**config.mk**
```make
export PLATFORM = sky130hd
export DESIGN_NAME = i3c_top
export DESIGN_NICKNAME = d
export VERILOG_FILES = /design/src/source/i3c_pkg.sv /design/src/source/i3c_top.sv /design/src/source/i3c_phy.sv /design/src/source/i3c_bus_fsm.sv /design/src/source/i3c_csr.sv /design/src/source/i3c_queue.sv
export VERILOG_INCLUDE_DIRS = /design/src /design/src/include
export SDC_FILE = /design/constraint.sdc
export NUM_CORES = 1
export LEC_CHECK = 0
export BUFFER_PORTS_ARGS = -buffer_cell sky130_fd_sc_hd__buf_4
export CAP_MARGIN = 20
export CORE_MARGIN = 2
export CORE_UTILIZATION = 30
export DETAILED_ROUTE_END_ITERATION = 12
export SETUP_SLACK_MARGIN = 0.4
export SLEW_MARGIN = 10
export SYNTH_ARGS = -nofsm -noshare
export SYNTH_HDL_FRONTEND = slang
export SYNTH_SLANG_ARGS = --single-unit
```
**constraint.sdc**
```tcl
create_clock -name clk_i -period 4.71 [get_ports clk_i]
set_input_delay 0.2355 -clock clk_i [delete_from_list [all_inputs] [get_ports clk_i]]
set_output_delay 0.2355 -clock clk_i [all_outputs]
set_load 0.05 [all_outputs]
```
**src/include/i3c_macros.svh**
```systemverilog
// Queue depths, CSR port widths and SCL timing constants for the I3C controller core
`ifndef I3C_MACROS_SVH
`define I3C_MACROS_SVH

// CSR port geometry
`define I3C_CSR_AW 4
`define I3C_CSR_DW 32

// Queue depths in descriptors
`define I3C_CMD_DEPTH 4
`define I3C_RESP_DEPTH 4

// Threshold and fill count width, wide enough to hold a full depth
`define I3C_THLD_W 3

// SCL half period counter
`define I3C_TIMING_W 8

// Half period in clock cycles after reset
`define I3C_SCL_HALF_RST 4

`endif
```
**src/source/i3c_pkg.sv**
```systemverilog
// CPU port, descriptor, queue status and bus configuration types, register and state enums
`include "i3c_macros.svh"

package i3c_pkg;

  typedef logic [`I3C_TIMING_W-1:0] scl_half_t;

  // CPU request, single cycle strobe
  typedef struct packed {
    logic                   req;
    logic                   is_wr;
    logic [`I3C_CSR_AW-1:0] addr;
    logic [`I3C_CSR_DW-1:0] wr_data;
  } cpuif_req_t;

  // CPU response, acks pulse one cycle after req
  typedef struct packed {
    logic                   rd_ack;
    logic                   rd_err;
    logic                   wr_ack;
    logic                   wr_err;
    logic [`I3C_CSR_DW-1:0] rd_data;
  } cpuif_rsp_t;

  // Private write command
  typedef struct packed {
    logic [3:0] tid;
    logic [7:0] data;
    logic [6:0] addr;
  } cmd_desc_t;

  // Transfer result
  typedef struct packed {
    logic [3:0] tid;
    logic       nack;
  } resp_desc_t;

  typedef struct packed {
    logic                   full;
    logic                   empty;
    logic                   thld_trig;
    logic [`I3C_THLD_W-1:0] count;
  } queue_stat_t;

  typedef struct packed {
    logic      en;
    scl_half_t scl_half;
  } bus_cfg_t;

  // CSR register map
  typedef enum logic [`I3C_CSR_AW-1:0] {
    REG_CTRL      = 'd0,
    REG_TIMING    = 'd1,
    REG_THLD      = 'd2,
    REG_STATUS    = 'd3,
    REG_CMD_PORT  = 'd4,
    REG_RESP_PORT = 'd5
  } csr_reg_e;

  typedef enum logic [2:0] {
    IDLE,
    START,
    ADDR,
    ACK,
    DATA,
    STOP,
    RESP
  } bus_state_e;

endpackage

```
**src/source/i3c_top.sv**
```systemverilog
// Top level connecting CSR block, command and response queues, bus engine and PHY
`timescale 1ns/1ps
`include "i3c_macros.svh"

module i3c_top
  import i3c_pkg::*;
(
  input  logic       clk_i,
  input  logic       rst_n_i,
  input  cpuif_req_t cpu_req_i,
  output cpuif_rsp_t cpu_rsp_o,
  input  logic       i3c_scl_i,
  input  logic       i3c_sda_i,
  output logic       i3c_scl_o,
  output logic       i3c_sda_o,
  output logic       sel_od_pp_o
);

  // Command queue
  logic        cmd_wvalid;
  logic        cmd_wready;
  cmd_desc_t   cmd_wdata;
  logic        cmd_rvalid;
  logic        cmd_rready;
  cmd_desc_t   cmd_rdata;
  queue_stat_t cmd_stat;

  // Response queue
  logic                   resp_wvalid;
  logic                   resp_wready;
  resp_desc_t             resp_wdata;
  logic                   resp_rvalid;
  logic                   resp_rready;
  resp_desc_t             resp_rdata;
  queue_stat_t            resp_stat;
  logic [`I3C_THLD_W-1:0] resp_thld;

  bus_cfg_t bus_cfg;
  logic     bus_idle;

  logic ctrl2phy_scl;
  logic ctrl2phy_sda;
  logic ctrl_sel_od_pp;
  logic phy2ctrl_sda;

  i3c_csr xcsr (
    .clk_i,
    .rst_n_i,
    .cpu_req_i,
    .cpu_rsp_o,
    .cmd_wvalid_o (cmd_wvalid),
    .cmd_wready_i (cmd_wready),
    .cmd_wdata_o  (cmd_wdata),
    .cmd_stat_i   (cmd_stat),
    .resp_rready_o(resp_rready),
    .resp_rvalid_i(resp_rvalid),
    .resp_rdata_i (resp_rdata),
    .resp_stat_i  (resp_stat),
    .resp_thld_o  (resp_thld),
    .bus_cfg_o    (bus_cfg),
    .bus_idle_i   (bus_idle)
  );

  // No ready threshold on the command side
  i3c_queue #(
    .Depth    (`I3C_CMD_DEPTH),
    .DataWidth($bits(cmd_desc_t))
  ) xcmd_queue (
    .clk_i,
    .rst_n_i,
    .wvalid_i(cmd_wvalid),
    .wready_o(cmd_wready),
    .wdata_i (cmd_wdata),
    .rvalid_o(cmd_rvalid),
    .rready_i(cmd_rready),
    .rdata_o (cmd_rdata),
    .thld_i  ('0),
    .stat_o  (cmd_stat)
  );

  i3c_queue #(
    .Depth    (`I3C_RESP_DEPTH),
    .DataWidth($bits(resp_desc_t))
  ) xresp_queue (
    .clk_i,
    .rst_n_i,
    .wvalid_i(resp_wvalid),
    .wready_o(resp_wready),
    .wdata_i (resp_wdata),
    .rvalid_o(resp_rvalid),
    .rready_i(resp_rready),
    .rdata_o (resp_rdata),
    .thld_i  (resp_thld),
    .stat_o  (resp_stat)
  );

  i3c_bus_fsm xbus_fsm (
    .clk_i,
    .rst_n_i,
    .bus_cfg_i    (bus_cfg),
    .cmd_rvalid_i (cmd_rvalid),
    .cmd_rready_o (cmd_rready),
    .cmd_rdata_i  (cmd_rdata),
    .resp_wvalid_o(resp_wvalid),
    .resp_wready_i(resp_wready),
    .resp_wdata_o (resp_wdata),
    .sda_i        (phy2ctrl_sda),
    .scl_o        (ctrl2phy_scl),
    .sda_o        (ctrl2phy_sda),
    .sel_od_pp_o  (ctrl_sel_od_pp),
    .idle_o       (bus_idle)
  );

  i3c_phy xphy (
    .clk_i,
    .rst_n_i,
    .scl_i           (i3c_scl_i),
    .sda_i           (i3c_sda_i),
    .ctrl_scl_i      (ctrl2phy_scl),
    .ctrl_sda_i      (ctrl2phy_sda),
    .ctrl_sel_od_pp_i(ctrl_sel_od_pp),
    .scl_o           (i3c_scl_o),
    .sda_o           (i3c_sda_o),
    .sel_od_pp_o     (sel_od_pp_o),
    .ctrl_sda_o      (phy2ctrl_sda)
  );

endmodule

```
**src/source/i3c_phy.sv**
```systemverilog
// Bus input synchronizers and aligned SCL, SDA and driver select output registers
`timescale 1ns/1ps

module i3c_phy
  import i3c_pkg::*;
(
  input  logic clk_i,
  input  logic rst_n_i,
  input  logic scl_i,
  input  logic sda_i,
  input  logic ctrl_scl_i,
  input  logic ctrl_sda_i,
  input  logic ctrl_sel_od_pp_i,
  output logic scl_o,
  output logic sda_o,
  output logic sel_od_pp_o,
  output logic ctrl_sda_o
);

  logic [1:0] scl_sync_q;
  logic [1:0] sda_sync_q;

  always_ff @(posedge clk_i) begin
    if (!rst_n_i) begin
      // Idle bus levels, open drain
      scl_sync_q  <= 2'b11;
      sda_sync_q  <= 2'b11;
      scl_o       <= 1'b1;
      sda_o       <= 1'b1;
      sel_od_pp_o <= 1'b0;
    end else begin
      scl_sync_q  <= {scl_sync_q[0], scl_i};
      sda_sync_q  <= {sda_sync_q[0], sda_i};
      scl_o       <= ctrl_scl_i;
      sda_o       <= ctrl_sda_i;
      sel_od_pp_o <= ctrl_sel_od_pp_i;
    end
  end

  assign ctrl_sda_o = sda_sync_q[1];

endmodule

```
**src/source/i3c_bus_fsm.sv**
```systemverilog
// Bus engine FSM generating START, address, ACK, data byte and STOP for private writes
`timescale 1ns/1ps

module i3c_bus_fsm
  import i3c_pkg::*;
(
  input  logic       clk_i,
  input  logic       rst_n_i,
  input  bus_cfg_t   bus_cfg_i,
  input  logic       cmd_rvalid_i,
  output logic       cmd_rready_o,
  input  cmd_desc_t  cmd_rdata_i,
  output logic       resp_wvalid_o,
  input  logic       resp_wready_i,
  output resp_desc_t resp_wdata_o,
  input  logic       sda_i,
  output logic       scl_o,
  output logic       sda_o,
  output logic       sel_od_pp_o,
  output logic       idle_o
);

  bus_state_e state_q;
  scl_half_t  hcnt_q;
  logic [2:0] bcnt_q;
  logic       hi_q;
  logic       nack_q;
  logic [7:0] shift_q;
  logic [7:0] data_q;
  logic [3:0] tid_q;
  logic       cmd_pop;
  logic       phase_end;
  logic       bit_end;
  logic       last_bit;

  assign cmd_rready_o = (state_q == IDLE) && bus_cfg_i.en;
  assign cmd_pop      = cmd_rready_o && cmd_rvalid_i;

  // A zero half period behaves as one cycle
  assign phase_end = (bus_cfg_i.scl_half == '0) ||
                     (hcnt_q >= bus_cfg_i.scl_half - scl_half_t'(1));
  // End of the SCL high half closes a bit
  assign bit_end  = phase_end && hi_q;
  assign last_bit = (bcnt_q == 3'd7);

  always_ff @(posedge clk_i) begin
    if (!rst_n_i) begin
      state_q <= IDLE;
      hcnt_q  <= '0;
      bcnt_q  <= '0;
      hi_q    <= 1'b0;
      nack_q  <= 1'b0;
    end else begin
      hcnt_q <= phase_end ? '0 : hcnt_q + 1'b1;
      case (state_q)
        IDLE: begin
          hcnt_q <= '0;
          if (cmd_pop) begin
            state_q <= START;
            bcnt_q  <= '0;
            hi_q    <= 1'b0;
            nack_q  <= 1'b0;
          end
        end
        START: begin
          if (phase_end) state_q <= ADDR;
        end
        ADDR, DATA: begin
          if (phase_end) hi_q <= !hi_q;
          if (bit_end) begin
            bcnt_q <= last_bit ? 3'd0 : bcnt_q + 1'b1;
            if (last_bit) state_q <= (state_q == ADDR) ? ACK : STOP;
          end
        end
        ACK: begin
          if (phase_end) hi_q <= !hi_q;
          // Target pulls SDA low to acknowledge
          if (bit_end) begin
            nack_q  <= sda_i;
            state_q <= sda_i ? STOP : DATA;
          end
        end
        STOP: begin
          // Sub phases: SCL low, SCL high with SDA low, SDA released
          if (phase_end) begin
            if (bcnt_q == 3'd2) begin
              bcnt_q  <= '0;
              state_q <= RESP;
            end else begin
              bcnt_q <= bcnt_q + 1'b1;
            end
          end
        end
        RESP: begin
          hcnt_q <= '0;
          if (resp_wready_i) state_q <= IDLE;
        end
        default: state_q <= IDLE;
      endcase
    end
  end

  // Shift register MSB goes out first
  always_ff @(posedge clk_i) begin
    if (cmd_pop) begin
      shift_q <= {cmd_rdata_i.addr, 1'b0};
      data_q  <= cmd_rdata_i.data;
      tid_q   <= cmd_rdata_i.tid;
    end else if ((state_q == ACK) && bit_end) begin
      shift_q <= data_q;
    end else if (((state_q == ADDR) || (state_q == DATA)) && bit_end) begin
      shift_q <= {shift_q[6:0], 1'b0};
    end
  end

  always_comb begin
    scl_o       = 1'b1;
    sda_o       = 1'b1;
    sel_od_pp_o = 1'b0;
    case (state_q)
      START: sda_o = 1'b0;
      ADDR: begin
        scl_o = hi_q;
        sda_o = shift_q[7];
      end
      ACK: scl_o = hi_q;
      DATA: begin
        scl_o       = hi_q;
        sda_o       = shift_q[7];
        sel_od_pp_o = 1'b1;
      end
      STOP: begin
        scl_o = (bcnt_q != 3'd0);
        sda_o = (bcnt_q == 3'd2);
      end
      default: begin
        scl_o = 1'b1;
        sda_o = 1'b1;
      end
    endcase
  end

  assign resp_wvalid_o     = (state_q == RESP);
  assign resp_wdata_o.tid  = tid_q;
  assign resp_wdata_o.nack = nack_q;
  assign idle_o            = (state_q == IDLE);

endmodule

```
**src/source/i3c_csr.sv**
```systemverilog
// CSR block with CPU decode, configuration registers, status word and queue port access
`timescale 1ns/1ps
`include "i3c_macros.svh"

module i3c_csr
  import i3c_pkg::*;
(
  input  logic                   clk_i,
  input  logic                   rst_n_i,
  input  cpuif_req_t             cpu_req_i,
  output cpuif_rsp_t             cpu_rsp_o,
  output logic                   cmd_wvalid_o,
  input  logic                   cmd_wready_i,
  output cmd_desc_t              cmd_wdata_o,
  input  queue_stat_t            cmd_stat_i,
  output logic                   resp_rready_o,
  input  logic                   resp_rvalid_i,
  input  resp_desc_t             resp_rdata_i,
  input  queue_stat_t            resp_stat_i,
  output logic [`I3C_THLD_W-1:0] resp_thld_o,
  output bus_cfg_t               bus_cfg_o,
  input  logic                   bus_idle_i
);

  csr_reg_e               reg_sel;
  logic                   wr_req;
  logic                   rd_req;
  logic                   bus_en_q;
  scl_half_t              scl_half_q;
  logic [`I3C_THLD_W-1:0] resp_thld_q;
  logic [`I3C_CSR_DW-1:0] status_word;
  cpuif_rsp_t             rsp_d;
  cpuif_rsp_t             rsp_q;

  assign reg_sel = csr_reg_e'(cpu_req_i.addr);
  assign wr_req  = cpu_req_i.req && cpu_req_i.is_wr;
  assign rd_req  = cpu_req_i.req && !cpu_req_i.is_wr;

  // Command word fields as software packs them
  assign cmd_wvalid_o     = wr_req && (reg_sel == REG_CMD_PORT);
  assign cmd_wdata_o.addr = cpu_req_i.wr_data[6:0];
  assign cmd_wdata_o.data = cpu_req_i.wr_data[15:8];
  assign cmd_wdata_o.tid  = cpu_req_i.wr_data[19:16];

  // Pop on the request cycle, data is captured into the response register
  assign resp_rready_o = rd_req && (reg_sel == REG_RESP_PORT);

  always_comb begin
    status_word       = '0;
    status_word[0]    = cmd_stat_i.empty;
    status_word[1]    = cmd_stat_i.full;
    status_word[2]    = resp_stat_i.empty;
    status_word[3]    = resp_stat_i.full;
    status_word[4]    = resp_stat_i.thld_trig;
    status_word[5]    = bus_idle_i;
    status_word[10:8] = resp_stat_i.count;
  end

  always_comb begin
    rsp_d        = '0;
    rsp_d.wr_ack = wr_req;
    rsp_d.rd_ack = rd_req;
    if (wr_req) begin
      case (reg_sel)
        REG_CTRL, REG_TIMING, REG_THLD: rsp_d.wr_err = 1'b0;
        // Overflow drops the word
        REG_CMD_PORT: rsp_d.wr_err = !cmd_wready_i;
        default: rsp_d.wr_err = 1'b1;
      endcase
    end
    if (rd_req) begin
      case (reg_sel)
        REG_CTRL:   rsp_d.rd_data = `I3C_CSR_DW'(bus_en_q);
        REG_TIMING: rsp_d.rd_data = `I3C_CSR_DW'(scl_half_q);
        REG_THLD:   rsp_d.rd_data = `I3C_CSR_DW'(resp_thld_q);
        REG_STATUS: rsp_d.rd_data = status_word;
        REG_RESP_PORT: begin
          // Underflow returns zero data
          if (resp_rvalid_i) begin
            rsp_d.rd_data[3:0] = resp_rdata_i.tid;
            rsp_d.rd_data[8]   = resp_rdata_i.nack;
          end else begin
            rsp_d.rd_err = 1'b1;
          end
        end
        default: rsp_d.rd_err = 1'b1;
      endcase
    end
  end

  always_ff @(posedge clk_i) begin
    if (!rst_n_i) begin
      bus_en_q    <= 1'b0;
      scl_half_q  <= scl_half_t'(`I3C_SCL_HALF_RST);
      resp_thld_q <= '0;
      rsp_q       <= '0;
    end else begin
      rsp_q <= rsp_d;
      if (wr_req) begin
        case (reg_sel)
          REG_CTRL:   bus_en_q <= cpu_req_i.wr_data[0];
          REG_TIMING: scl_half_q <= cpu_req_i.wr_data[`I3C_TIMING_W-1:0];
          REG_THLD:   resp_thld_q <= cpu_req_i.wr_data[`I3C_THLD_W-1:0];
          default:    bus_en_q <= bus_en_q;
        endcase
      end
    end
  end

  assign cpu_rsp_o          = rsp_q;
  assign resp_thld_o        = resp_thld_q;
  assign bus_cfg_o.en       = bus_en_q;
  assign bus_cfg_o.scl_half = scl_half_q;

endmodule

```
**src/source/i3c_queue.sv**
```systemverilog
// Synchronous valid/ready FIFO with full, empty and ready threshold status
`timescale 1ns/1ps
`include "i3c_macros.svh"

module i3c_queue
  import i3c_pkg::*;
#(
  parameter int unsigned Depth     = `I3C_CMD_DEPTH,
  parameter int unsigned DataWidth = $bits(cmd_desc_t)
) (
  input  logic                   clk_i,
  input  logic                   rst_n_i,
  input  logic                   wvalid_i,
  output logic                   wready_o,
  input  logic [DataWidth-1:0]   wdata_i,
  output logic                   rvalid_o,
  input  logic                   rready_i,
  output logic [DataWidth-1:0]   rdata_o,
  input  logic [`I3C_THLD_W-1:0] thld_i,
  output queue_stat_t            stat_o
);

  localparam int unsigned PtrW = (Depth > 1) ? $clog2(Depth) : 1;

  typedef logic [`I3C_THLD_W-1:0] cnt_t;
  typedef logic [PtrW-1:0] ptr_t;

  logic [DataWidth-1:0] mem_q [Depth];
  ptr_t wr_ptr_q;
  ptr_t rd_ptr_q;
  cnt_t count_q;
  logic full;
  logic empty;
  logic push;
  logic pop;

  // Wrap at Depth so non power of two depths work too
  function automatic ptr_t ptr_inc(input ptr_t ptr);
    return (ptr == ptr_t'(Depth - 1)) ? '0 : ptr + 1'b1;
  endfunction

  assign full     = (count_q == cnt_t'(Depth));
  assign empty    = (count_q == '0);
  assign wready_o = !full;
  assign rvalid_o = !empty;
  assign push     = wvalid_i && !full;
  assign pop      = rready_i && !empty;
  assign rdata_o  = mem_q[rd_ptr_q];

  always_ff @(posedge clk_i) begin
    if (!rst_n_i) begin
      wr_ptr_q <= '0;
      rd_ptr_q <= '0;
      count_q  <= '0;
    end else begin
      if (push) wr_ptr_q <= ptr_inc(wr_ptr_q);
      if (pop) rd_ptr_q <= ptr_inc(rd_ptr_q);
      case ({push, pop})
        2'b10:   count_q <= count_q + 1'b1;
        2'b01:   count_q <= count_q - 1'b1;
        default: count_q <= count_q;
      endcase
    end
  end

  always_ff @(posedge clk_i) begin
    if (push) mem_q[wr_ptr_q] <= wdata_i;
  end

  // Zero threshold disables the trigger
  assign stat_o.full      = full;
  assign stat_o.empty     = empty;
  assign stat_o.thld_trig = (thld_i != '0) && (count_q >= thld_i);
  assign stat_o.count     = count_q;

endmodule

```
==> results of run 1 <==
-- flip-flops by register name, summed over array words and instances (netlist names), 2 cells and up, named ones only --
register and count:
xcmd_queue.mem_q 76, xbus_fsm.shift_q 8, xbus_fsm.tid_q 4, xcsr.scl_half_q 8, xcmd_queue.count_q 3, xresp_queue.mem_q 20
xcsr.cpu_rsp_o 15, xresp_queue.rd_ptr_q 2, xphy.sda_sync_q 2, xbus_fsm.hcnt_q 8, xbus_fsm.data_q 8, xresp_queue.wr_ptr_q 2
xresp_queue.count_q 3, xbus_fsm.state_q 3, xcsr.resp_thld_o 3, xcmd_queue.rd_ptr_q 2, xcmd_queue.wr_ptr_q 2, xbus_fsm.bcnt_q 3
-- metal layers --
metal,global-route usage,up-vias,wire length (µm)
li1,-,2218,-
met1,0.1554,2255,7486
met2,0.1804,93,7015
met3,0.02843,9,618
met4,0.03062,0,102
met5,0,-,0
-- where the power goes --
group	switching, µW	internal, µW	leakage (µW)	total [µW]
Combinational	105	51.5	0.00139	156
Sequential	12.3	1690	0.00158	1710
Clock	655	700	0.000278	1360
Total	772	2440	0.00325	3220
-- how the worst max path moves through the flow --
| stage | depth (start not counted) | slack (ps) | start | to |
|---|---|---|---|---|
| 2_1_floorplan | 12 | 1940 | xbus_fsm.state_q[2]$_SDFFE_PN0P_ | xcmd_queue.count_q[2]$_SDFFE_PN0P_ |
| 3_3_place_gp | 9 | 1580 | xcsr.scl_half_q[0]$_SDFFE_PN0P_ | xbus_fsm.shift_q[2]$_DFFE_PP_ |
| 3_5_place_dp | 9 | 1510 | xcsr.scl_half_q[2]$_SDFFE_PN1P_ | xbus_fsm.shift_q[3]$_DFFE_PP_ |
| 4_1_cts | 9 | 1510 | xcsr.scl_half_q[3]$_SDFFE_PN0P_ | xbus_fsm.shift_q[2]$_DFFE_PP_ |
| 5_1_grt | 9 | 1200 | xcsr.scl_half_q[2]$_SDFFE_PN1P_ | xbus_fsm.shift_q[2]$_DFFE_PP_ |
| 6_report | 9 | 1490 | xcsr.scl_half_q[3]$_SDFFE_PN0P_ | xbus_fsm.shift_q[2]$_DFFE_PP_ |
-- through the flow --
| stage | cells | utilization | hold slack (ps) | area (µm²) |
|---|---|---|---|---|
| 3_3_place_gp | 942 | 0.3257 | 395.4 | 8416 |
| 3_5_place_dp | 942 | 0.3257 | 406.0 | 8416 |
| 5_1_grt | 990 | 0.3553 | 10.95 | 9179 |
| 6_report | 990 | 0.3553 | 21.21 | 9179 |
| 4_1_cts | 987 | 0.3525 | 4.509 | 9109 |
| 2_1_floorplan | 604 | - | 334.4 | 7919 |
-- area by class of cell --
cell class	instances	area, µm²
Sequential cell	182	4796
Clock inverter	15	137.6
Inverter	28	105.1
Clock buffer	17	425.4
Multi-Input combinational cell	350	2743
Fill cell	2519	16660
Tap cell	335	419.2
Timing Repair Buffer	63	553.0
-- cell families (layout without fill, tap and decap cells) --
group                    after synthesis  count (layout)
adder cells (fa/ha/maj)               32              32
AO/OA/AOI/OAI                         73              73
flip-flops                           182             182
XOR/XNOR                              17              17
AND/OR/NAND/NOR                      152             152
buffers and inverters                 72             123
multiplexers                          55              55
other                                  1              21
-- timing repair --
| item | 4_1_cts | 5_1_grt |
|---|---|---|
| hold buffers | 13 | 0 |
| setup endpoints to repair | 0 | 0 |
| hold endpoints to repair | 48 | 0 |
-- critical path, cell delays in order (launching register included) --
cell and delay [ps]:
sky130_fd_sc_hd__dfxtp_1 370, sky130_fd_sc_hd__nor2_1 230, sky130_fd_sc_hd__nand3_1 140, sky130_fd_sc_hd__nor4_1 330
sky130_fd_sc_hd__xnor2_1 130, sky130_fd_sc_hd__ha_1 310, sky130_fd_sc_hd__nand2_1 60, sky130_fd_sc_hd__a311o_2 380
sky130_fd_sc_hd__and2_2 240, sky130_fd_sc_hd__o21bai_1 660
-- cells in the final DEF, fill, tap and decap left out, types with 8 or more instances in the layout --
cell	n
sky130_fd_sc_hd__nor2_1	53
sky130_fd_sc_hd__o21ai_0	18
sky130_fd_sc_hd__nand3_1	11
sky130_fd_sc_hd__clkbuf_16	17
sky130_fd_sc_hd__a21oi_1	20
sky130_fd_sc_hd__nand2_1	31
sky130_fd_sc_hd__edfxtp_1	115
sky130_fd_sc_hd__dlygate4sd3_1	13
sky130_fd_sc_hd__inv_1	28
sky130_fd_sc_hd__ha_1	30
sky130_fd_sc_hd__and2_1	8
sky130_fd_sc_hd__mux2i_1	28
sky130_fd_sc_hd__mux4_2	25
sky130_fd_sc_hd__dfxtp_1	66
sky130_fd_sc_hd__buf_4	47
sky130_fd_sc_hd__xor2_1	11
sky130_fd_sc_hd__nor3_1	11
sky130_fd_sc_hd__and3_1	11
sky130_fd_sc_hd__conb_1	21
==> load_flow_metrics.sql, run 1 <==
INSERT INTO impl_metrics (metric_group, metric, value, unit) VALUES
('logic_synthesis', 'yosys-top-cells-area', 'sky130_fd_sc_hd__edfxtp_1, sky130_fd_sc_hd__dfxtp_1, sky130_fd_sc_hd__mux4_2, sky130_fd_sc_hd__ha_1, sky130_fd_sc_hd__mux2i_1', ''),
('placed_design', 'pre_cts_ws', '1509', 'ps'),
('timing', 'fin_skew', '14.93', 'ps'),
('drt', 'drtPass1Iterations', '4', ''),
('logic_synthesis', 'number_of_cells_produced_by_synthesis', '584', ''),
('die', 'placeableCoreArea', '25840', 'µm²'),
('outcome', 'run_status', 'finished, final reports clean', ''),
('worst_setup_path', 'reg2reg_slack', '1490', 'ps'),
('timing', 'f_max', '310.2', 'MHz'),
('logic_synthesis', 'post_synth_xor_area_fraction', '0.01898', ''),
('timing', 'final_hold_viol_count', '0', ''),
('worst_setup_path', 'timing.rr.end', 'xbus_fsm.shift_q[2]$_DFFE_PP_', ''),
('timing', 'timing_worst_slew_pin_value', '1038', 'ps'),
('cts', 'cts_tree', 'built', ''),
('worst_hold_path', 'worstHoldPathType', 'in2reg', ''),
('die', 'die_x', '165.7', 'µm'),
('placed_design', 'dpl_hpwl', '10280', 'µm'),
('worst_hold_path', 'timing.hold.worst_path_depth', '1', ''),
('pwr', 'report.power.total', '3217', 'µW'),
('cts', 'clockBufferDepth', '2', ''),
('worst_setup_path', 'reg2reg_from', 'xcsr.scl_half_q[3]$_SDFFE_PN0P_', ''),
('timing', 'fin_setup_tns', '0', 'ps'),
('drt', 'routed_wl', '15220', 'µm'),
('cells_and_area', 'synthToLayoutAreaGrowth', '17.02', '%'),
('global_routing', 'grt_overflow_total', '0', ''),
('logic_synthesis', 'adder_and_majority_cell_fraction_of_the_synthesized_area', '0.05296', ''),
('logic_synthesis', 'ys_warn_count', '0', ''),
('logic_synthesis', 'synth_mux_area_frac', '0.1104', ''),
('worst_setup_path', 'critical_path.max_fanout', '8', ''),
('logic_synthesis', 'synth_enable_flop_cells', '115', ''),
('timing', 'final-max-slew-violation-count', '0', ''),
('logic_synthesis', 'synth-simple-area-share', '0.09395', ''),
('die', 'row_count', '59', ''),
('worst_hold_path', 'hp-start', 'cpu_req_i[5]', ''),
('pwr', 'pd_cells', '350.5', 'nW/µm²'),
('logic_synthesis', 'synth.most_common_cell', 'sky130_fd_sc_hd__edfxtp_1', ''),
('pwr', 'power_leakage', '0.003246', 'µW'),
('logic_synthesis', 'yosysTopAreaCell', 'sky130_fd_sc_hd__edfxtp_1', ''),
('timing', 'worst_slew_margin_rel', '0.3071', ''),
('cts', 'post-cts-setup-buffers', '0', ''),
('logic_synthesis', 'synth-compound-area-share', '0.06333', ''),
('worst_setup_path', 'timing.critical_path.from_type', 'register', ''),
('logic_synthesis', 'netlist_top_cells_count', 'sky130_fd_sc_hd__edfxtp_1, sky130_fd_sc_hd__dfxtp_1, sky130_fd_sc_hd__nor2_1', ''),
('worst_setup_path', 'worst_ep_required_time', '4770', 'ps'),
('global_routing', 'grtUsageTotal', '0.1136', ''),
('timing', 'setup_viol', '0', ''),
('cts', 'cts_sinks', '182', ''),
('logic_synthesis', 'ys_async_sr_fraction', '0', ''),
('worst_setup_path', 'crit_type', 'reg2reg', ''),
('logic_synthesis', 'netlist_area', '7844', 'µm²'),
('flow_run', 'maxCapViolCount', '0', ''),
('logic_synthesis', 'synth_top_family_by_area', 'multiplexers', ''),
('worst_setup_path', 'critical_path_capture_point_type', 'register', ''),
('cts', 'clkTransAtPathRegs', '70', 'ps'),
('worst_hold_path', 'worstHoldEndpoint', 'xcmd_queue.mem_q[2][5]$_DFFE_PP_', ''),
('cts', 'htreeDepth', '4', ''),
('global_routing', 'global_route_wire_length_before_repair', '24500', 'µm'),
('placed_design', 'gp_congestion', '0.7787', ''),
('drt', 'drt-wirelength-per-cell', '15.38', 'µm'),
('die', 'initial_utilization', '0.3036', ''),
('timing', 'fin_crit_sh', '0.6844', ''),
('logic_synthesis', 'avgSynthCellArea', '13.43', 'µm²'),
('cts', 'ctsRootBufferMaster', 'sky130_fd_sc_hd__clkbuf_16', ''),
('cells_and_area', 'finalNetCount', '716', ''),
('global_routing', 'grt_antenna_before_repair', '0', ''),
('timing', 'rsz_0062_raised_after_global_routing', 'false', ''),
('logic_synthesis', 'ys_flop_type', 'sky130_fd_sc_hd__edfxtp_1', ''),
('drt', 'post-route-drc-count', '0', ''),
('global_routing', 'grt_start_max_net_pins', '33', ''),
('die', 'die_height', '165.7', 'µm'),
('cts', 'cts_resized', '0', '');
(Power assumes the default switching activity.)
==> run 2, diff against run 1 <==
clock period = 3.1 ns   (was 4.71 ns; I/O delays follow)
==> load_flow_metrics.sql, run 2 (synthesis gave the netlist of run 1 again) <==
INSERT INTO impl_metrics (metric_group, metric, value, unit) VALUES
('cells_and_area', 'final-instance-count-excl-fill', '1018', ''),
('timing', 'timing_worst_slew_pin_value', '698.0', 'ps'),
('die', 'placeableCoreArea', '25840', 'µm²'),
('drt', 'drtPass1Iterations', '4', ''),
('worst_setup_path', 'timing.critical_path.from_type', 'register', ''),
('worst_setup_path', 'r2r_cell_count', '10', ''),
('cells_and_area', 'diodes', '0', ''),
('cells_and_area', 'finalNetCount', '744', ''),
('drt', 'vias_per_cell', '4.560', ''),
('worst_hold_path', 'worstHoldPathType', 'in2reg', ''),
('global_routing', 'grt_start_max_net_pins', '32', ''),
('worst_setup_path', 'reg2reg_slack', '510', 'ps'),
('timing', 'worst_slew_margin_rel', '0.5341', ''),
('die', 'row_count', '59', ''),
('die', 'pin_count', '81', ''),
('cts', 'ctsRootBufferMaster', 'sky130_fd_sc_hd__clkbuf_16', ''),
('die', 'initial_utilization', '0.3036', ''),
('cells_and_area', 'finish.utilization', '0.3680', ''),
('die', 'die_x', '165.7', 'µm'),
('timing', 'fin_skew', '9.603', 'ps'),
('flow_run', 'maxCapViolCount', '0', ''),
('pwr', 'power_leakage', '0.003410', 'µW'),
('worst_setup_path', 'crit_arrival', '2760', 'ps'),
('drt', 'drt_iter0_drc', '310', ''),
('cts', 'clkTransAtPathRegs', '70', 'ps'),
('drt', 'post-route-drc-count', '0', ''),
('worst_hold_path', 'timing.hold.worst_path_depth', '2', ''),
('timing', 'final.min_clock_period', '2594', 'ps'),
('cells_and_area', 'mostFrequentLayoutCells', 'sky130_fd_sc_hd__edfxtp_1, sky130_fd_sc_hd__buf_4, sky130_fd_sc_hd__dfxtp_1, sky130_fd_sc_hd__nor2_1, sky130_fd_sc_hd__nand2_1', ''),
('cells_and_area', 'flip_flop_count_of_the_largest_register_after_layout', '76', ''),
('worst_setup_path', 'worst_ep_required_time', '3270', 'ps'),
('global_routing', 'grt_pass1_vias', '4549', ''),
('timing', 'final_hold_viol_count', '0', ''),
('drt', 'drt-wirelength-per-cell', '14.86', 'µm'),
('timing', 'fin_crit_sh', '0.8367', ''),
('timing', 'setup_viol', '0', ''),
('worst_setup_path', 'critical_path_capture_point_type', 'register', ''),
('pwr', 'irDropWorstVdd', '0.3944', 'mV'),
('cts', 'clockBufferDepth', '2', ''),
('pwr', 'report.power.total', '5030', 'µW'),
('timing', 'fin_setup_tns', '0', 'ps'),
('global_routing', 'global_route_wire_length_before_repair', '24370', 'µm'),
('die', 'die_height', '165.7', 'µm'),
('cts', 'clock_insertion_delay_worst_skew', '430', 'ps'),
('worst_hold_path', 'hp-start', 'cpu_req_i[37]', ''),
('die', 'die_area', '27450', 'µm²'),
('placed_design', 'dp.cells', '960', ''),
('cells_and_area', 'ff_latch_area', '4800', 'µm²'),
('drt', 'routed_wl', '15120', 'µm'),
('cells_and_area', 'drive_above_1_share', '0.2211', ''),
('global_routing', 'grtUsageTotal', '0.1133', ''),
('worst_hold_path', 'worstHoldEndpoint', 'xcsr.cpu_rsp_o[33]$_SDFF_PN0_', ''),
('cts', 'htreeDepth', '4', ''),
('drt', 'via_count', '4642', ''),
('cts', 'cts_tree', 'built', ''),
('pwr', 'pd_cells', '528.9', 'nW/µm²'),
('timing', 'final-max-slew-violation-count', '0', ''),
('cells_and_area', 'largest-register', 'xcmd_queue.mem_q', ''),
('placed_design', 'gp_congestion', '0.8115', ''),
('cells_and_area', 'layout.cells.most_common', 'sky130_fd_sc_hd__edfxtp_1', ''),
('worst_setup_path', 'crit_type', 'reg2reg', ''),
('placed_design', 'port-buffer-count', '46', ''),
('global_routing', 'grt_antenna_before_repair', '0', ''),
('cells_and_area', 'fillerInstances', '2511', ''),
('drt', 'route.antenna.remaining_nets', '0', ''),
('timing', 'rsz_0062_raised_after_global_routing', 'true', ''),
('global_routing', 'grt_overflow_total', '0', ''),
('outcome', 'run_status', 'finished, final reports clean', ''),
('cells_and_area', 'synthToLayoutAreaGrowth', '21.23', '%'),
('cts', 'cts_made_buffers', '17', ''),
('worst_setup_path', 'timing.rr.end', 'xbus_fsm.shift_q[7]$_DFFE_PP_', ''),
('placed_design', 'dpl_hpwl', '10420', 'µm'),
('timing', 'f_max', '385.5', 'MHz'),
('cts', 'cts_sinks', '182', ''),
('worst_setup_path', 'reg2reg_from', 'xcsr.scl_half_q[1]$_SDFFE_PN0P_', ''),
('worst_setup_path', 'critical_path.max_fanout', '8', ''),
('cells_and_area', 'footprint_of_the_multi_input_gates', '2814', 'µm²');
## run 2: cell count changes in the layout (fill, tap and decap cells not counted), sizes merged
cell / previous run / this run
clkinv: 6 / 3
clkinvlp: 1 / 3
buf: 50 / 68
dlygate4sd3: 13 / 23
bufinv: 0 / 1
## run 2: metal layers
layer	up-vias	GRT usage	share of wire
met1	2223	0.1587	0.49
met5	-	0	0
met3	14	0.03178	0.058
li1	2278	-	-
met2	127	0.1719	0.44
met4	0	0.03327	0.012
## run 2: what timing repair did
action / in CTS / in global routing
cloned: 0 / 0
pin swaps: 0 / 5
setup buffers: 0 / 2
setup endpoints to repair: 29 / 31
endpoints found under the hold margin: 84 / 0
gates resized for setup: 5 / 15
hold buffers: 23 / 0
## run 2: worst max-delay path, stage by stage, from the launching register on
cell and delay, ps:
sky130_fd_sc_hd__dfxtp_1 430, sky130_fd_sc_hd__inv_2 80, sky130_fd_sc_hd__ha_4 170, sky130_fd_sc_hd__xnor2_1 130, sky130_fd_sc_hd__ha_1 290, sky130_fd_sc_hd__and3_1 160, sky130_fd_sc_hd__o21ai_1 50, sky130_fd_sc_hd__a311o_2 470
sky130_fd_sc_hd__a21o_4 300, sky130_fd_sc_hd__mux2i_1 160, sky130_fd_sc_hd__o21ai_0 90
## run 2: metrics by stage
stage	hold slack [ps]	instance area, µm²	setup slack [ps]
2_1_floorplan	253.9	7925	447.1
3_3_place_gp	354.6	8553	281.4
3_5_place_dp	340.2	8553	262.9
4_1_cts	22.60	9407	383.0
5_1_grt	34.15	9509	360.0
6_report	44.65	9509	506.1
## run 2: cell type report
class | count | area share
clock inverters | 15 | 0.01908
clock buffers | 17 | 0.04474
well taps | 335 | 0.04408
inverters | 28 | 0.01105
repair buffers | 91 | 0.08039
multi-input cells | 350 | 0.2959
flip-flops and latches | 182 | 0.5047
## run 2: how the worst max path moves through the flow
| stage | from | to | slack (ps) | cells past startpoint |
|---|---|---|---|---|
| 2_1_floorplan | xbus_fsm.state_q[2]$_SDFFE_PN0P_ | xcmd_queue.count_q[2]$_SDFFE_PN0P_ | 450 | 12 |
| 3_3_place_gp | xcsr.scl_half_q[2]$_SDFFE_PN1P_ | xbus_fsm.shift_q[2]$_DFFE_PP_ | 280 | 12 |
| 3_5_place_dp | xcsr.scl_half_q[2]$_SDFFE_PN1P_ | xbus_fsm.shift_q[5]$_DFFE_PP_ | 260 | 12 |
| 4_1_cts | xcsr.scl_half_q[0]$_SDFFE_PN0P_ | xbus_fsm.shift_q[6]$_DFFE_PP_ | 380 | 10 |
| 5_1_grt | xcsr.scl_half_q[3]$_SDFFE_PN0P_ | xbus_fsm.bcnt_q[1]$_SDFFE_PN0P_ | 360 | 12 |
| 6_report | xcsr.scl_half_q[1]$_SDFFE_PN0P_ | xbus_fsm.shift_q[7]$_DFFE_PP_ | 510 | 10 |
## run 2: report_power, final
| part | internal [µW] | switching (µW) | total (µW) |
|---|---|---|---|
| Clock | 1160 | 1010 | 2180 |
| Combinational | 98.3 | 175 | 273 |
| Sequential | 2570 | 10.5 | 2580 |
==> run 3, diff against run 2 <==
ABC_AREA = 1   (was not set)
clock period = 2.5 ns   (was 3.1 ns; I/O delays follow)
==> load_flow_metrics.sql, run 3 <==
INSERT INTO impl_metrics (metric_group, metric, value, unit) VALUES
('global_routing', 'global_route_wire_length_before_repair', '26740', 'µm'),
('logic_synthesis', 'yosysTopAreaCell', 'sky130_fd_sc_hd__edfxtp_1', ''),
('worst_setup_path', 'critical_path.max_fanout', '6', ''),
('cells_and_area', 'flip_flop_count_of_the_largest_register_after_layout', '76', ''),
('cts', 'clock_insertion_delay_worst_skew', '440', 'ps'),
('logic_synthesis', 'netlist_top_cells_count', 'sky130_fd_sc_hd__edfxtp_1, sky130_fd_sc_hd__nor2_1, sky130_fd_sc_hd__inv_1', ''),
('timing', 'final-max-slew-violation-count', '0', ''),
('worst_setup_path', 'reg2reg_slack', '0.8', 'ps'),
('placed_design', 'dpl_hpwl', '11090', 'µm'),
('worst_hold_path', 'worstHoldPathType', 'in2reg', ''),
('worst_setup_path', 'critical_path_capture_point_type', 'register', ''),
('cells_and_area', 'diodes', '0', ''),
('die', 'placeableCoreArea', '26060', 'µm²'),
('cells_and_area', 'largest-register', 'xcmd_queue.mem_q', ''),
('logic_synthesis', 'synth_top_area_share', '0.4331', ''),
('worst_setup_path', 'r2r_cell_count', '19', ''),
('cts', 'htreeDepth', '4', ''),
('worst_hold_path', 'timing.hold.worst_path_depth', '4', ''),
('die', 'die_height', '167.0', 'µm'),
('timing', 'setup_viol', '0', ''),
('logic_synthesis', 'avgSynthCellArea', '10.24', 'µm²'),
('cells_and_area', 'synthToLayoutAreaGrowth', '24.24', '%'),
('drt', 'route.antenna.remaining_nets', '0', ''),
('cells_and_area', 'drive_above_1_share', '0.2209', ''),
('pwr', 'power_leakage', '0.003735', 'µW'),
('placed_design', 'port-buffer-count', '46', ''),
('global_routing', 'grt_antenna_before_repair', '0', ''),
('cells_and_area', 'finalNetCount', '953', ''),
('timing', 'fin_setup_tns', '0', 'ps'),
('pwr', 'pd_cells', '695.9', 'nW/µm²'),
('drt', 'routed_wl', '16880', 'µm'),
('die', 'initial_utilization', '0.3060', ''),
('cts', 'cts_sinks', '182', ''),
('cells_and_area', 'finish.instance_area', '9907', 'µm²'),
('logic_synthesis', 'ys_flop_type', 'sky130_fd_sc_hd__edfxtp_1', ''),
('timing', 'final_hold_viol_count', '0', ''),
('drt', 'drt-wirelength-per-cell', '13.76', 'µm'),
('die', 'pin_count', '81', ''),
('logic_synthesis', 'netlist_area', '7974', 'µm²'),
('worst_setup_path', 'crit_arrival', '2660', 'ps'),
('timing', 'f_max', '400.1', 'MHz'),
('pwr', 'report.power.total', '6894', 'µW'),
('timing', 'final_worst_slack', '0.7918', 'ps'),
('cells_and_area', 'fillerInstances', '2516', ''),
('logic_synthesis', 'number_of_cells_produced_by_synthesis', '779', ''),
('worst_setup_path', 'worst_ep_required_time', '2660', 'ps'),
('cts', 'cts_tree', 'built', ''),
('timing', 'fin_skew', '21.45', 'ps'),
('drt', 'drtPass1Iterations', '5', ''),
('timing', 'timing_worst_slew_pin_value', '608.6', 'ps'),
('cells_and_area', 'ff_latch_area', '4806', 'µm²'),
('drt', 'via_count', '5540', ''),
('die', 'die_area', '27900', 'µm²'),
('placed_design', 'pre_cts_ws', '-7.521', 'ps'),
('global_routing', 'grt_overflow_total', '0', ''),
('logic_synthesis', 'yosysSeqAreaShare', '0.6013', ''),
('logic_synthesis', 'synth_cell_type_count', '44', ''),
('global_routing', 'grtUsageTotal', '0.1224', ''),
('placed_design', 'placed_cell_area', '8737', 'µm²'),
('drt', 'post-route-drc-count', '0', ''),
('global_routing', 'grt_pass1_vias', '5284', ''),
('worst_setup_path', 'timing.critical_path.from_type', 'register', ''),
('logic_synthesis', 'ys_async_sr_fraction', '0', ''),
('logic_synthesis', 'yosys-top-cells-area', 'sky130_fd_sc_hd__edfxtp_1, sky130_fd_sc_hd__dfxtp_1, sky130_fd_sc_hd__nor2_1, sky130_fd_sc_hd__o21ai_0, sky130_fd_sc_hd__ha_1', ''),
('drt', 'drt_iter0_drc', '330', ''),
('cts', 'cts_made_buffers', '17', ''),
('logic_synthesis', 'synth.ff_latch_count', '182', ''),
('cts', 'ctsRootBufferMaster', 'sky130_fd_sc_hd__clkbuf_16', ''),
('logic_synthesis', 'ys_warn_count', '0', ''),
('timing', 'final.min_clock_period', '2499', 'ps'),
('die', 'row_count', '59', ''),
('die', 'die_x', '167.0', 'µm'),
('timing', 'worst_slew_margin_rel', '0.5938', ''),
('flow_run', 'maxCapViolCount', '0', ''),
('cells_and_area', 'finish.utilization', '0.3802', ''),
('worst_setup_path', 'crit_type', 'reg2reg', ''),
('pwr', 'irDropWorstVdd', '0.4178', 'mV'),
('cells_and_area', 'mostFrequentLayoutCells', 'sky130_fd_sc_hd__edfxtp_1, sky130_fd_sc_hd__nor2_1, sky130_fd_sc_hd__inv_1, sky130_fd_sc_hd__nand2_1, sky130_fd_sc_hd__buf_4', ''),
('cells_and_area', 'footprint_of_the_multi_input_gates', '2855', 'µm²'),
('drt', 'vias_per_cell', '4.515', ''),
('global_routing', 'grt_start_max_net_pins', '39', ''),
('cts', 'clkTransAtPathRegs', '80', 'ps'),
('timing', 'fin_crit_sh', '0.9997', ''),
('outcome', 'run_status', 'finished, final reports clean', ''),
('logic_synthesis', 'synth_enable_flop_cells', '115', ''),
('placed_design', 'gp_congestion', '0.8031', ''),
('cells_and_area', 'layout.cells.most_common', 'sky130_fd_sc_hd__edfxtp_1', ''),
('timing', 'rsz_0062_raised_after_global_routing', 'true', ''),
('cts', 'clockBufferDepth', '2', '');
-- run 3: cell types whose count changed in the layout (fill, tap and decap cells not counted), sizes merged, moves of 10 or more --
| cell | change |
|---|---|
| a21oi | +19 |
| and3 | -10 |
| buf | +11 |
| inv | +58 |
| mux2i | -28 |
| mux4 | -25 |
| nand2 | +62 |
| nor2 | +73 |
| o21ai | +72 |
| o22ai | +25 |
-- run 3: timing repair --
action	in CTS	in global routing
setup buffers	15	4
hold endpoints to repair	81	0
pin swaps	10	3
resized for setup	20	30
setup endpoints to repair	34	39
hold buffers	21	0
-- run 3: layer usage --
layer / global-route usage / wire, µm / vias to the layer above / part of all wire
met5: 0 / 0 / - / 0
met4: 0.03261 / 162 / 0 / 0.0096
met3: 0.02875 / 817 / 16 / 0.048
met2: 0.2029 / 7987 / 133 / 0.47
met1: 0.1609 / 7916 / 2587 / 0.47
li1: - / - / 2804 / -
-- run 3: worst paths after layout --
kind	startpoint	end
worst max-delay path	xcsr.scl_half_q[1]$_SDFFE_PN0P_	xbus_fsm.shift_q[6]$_DFFE_PP_
worst min-delay path	cpu_req_i[34]	xcsr.bus_en_q$_SDFFE_PN0P_
worst max register to register	xcsr.scl_half_q[1]$_SDFFE_PN0P_	xbus_fsm.shift_q[6]$_DFFE_PP_
worst min register to register	xphy.sda_sync_q[0]$_SDFF_PN1_	xphy.sda_sync_q[1]$_SDFF_PN1_
-- run 3: metrics by stage --
stage | hold WS [ps] | cells
final | 70.22 | 1227
after global routing | 70.95 | 1227
after CTS | 45.66 | 1223
after detailed placement | 330.6 | 1155
after global placement | 326.3 | 1155
after floorplan | 223.9 | 799
-- run 3: cell type report --
cell class	count	share of cell area
flip-flops and latches	182	0.4851
multi-input cells	487	0.2882
repair buffers	100	0.08424
clock buffers	17	0.04294
well taps	335	0.04231
inverters	91	0.03511
clock inverters	15	0.02210
-- run 3: cell families after synthesis --
kind of cell               count (synthesis)  share of synthesized area
AOI/OAI and AO/OA                        166                     0.1167
xor gates and xnor gates                   7                   0.007689
adders and majority gates                 32                    0.05209
buffers and inverters                    130                    0.07281
DFF                                      182                     0.6013
other                                      1                  0.0004703
and+or+nand+nor                          261                     0.1489
-- run 3: power by group --
| part | internal, µW | total (µW) | leakage, µW | switching [µW] |
|---|---|---|---|---|
| Clock | 1390 | 2730 | 0.000306 | 1350 |
| Combinational | 270 | 858 | 0.00185 | 588 |
| Sequential | 3240 | 3300 | 0.00158 | 60.6 |
-- run 3: worst max-delay path, stage by stage (launching register included) --
cell	delay (ps)
sky130_fd_sc_hd__dfxtp_2	340
sky130_fd_sc_hd__inv_2	70
sky130_fd_sc_hd__ha_4	130
sky130_fd_sc_hd__inv_2	40
sky130_fd_sc_hd__nor2_4	80
sky130_fd_sc_hd__nand2_2	60
sky130_fd_sc_hd__nor2_2	90
sky130_fd_sc_hd__xor2_1	150
sky130_fd_sc_hd__inv_1	60
sky130_fd_sc_hd__ha_1	270
sky130_fd_sc_hd__nand2_1	60
sky130_fd_sc_hd__inv_1	50
sky130_fd_sc_hd__nand2_1	60
sky130_fd_sc_hd__nand2_2	70
sky130_fd_sc_hd__nor2_4	50
sky130_fd_sc_hd__nand2_4	90
sky130_fd_sc_hd__nand2_8	70
sky130_fd_sc_hd__buf_4	150
sky130_fd_sc_hd__o21ai_4	190
sky130_fd_sc_hd__buf_12	150
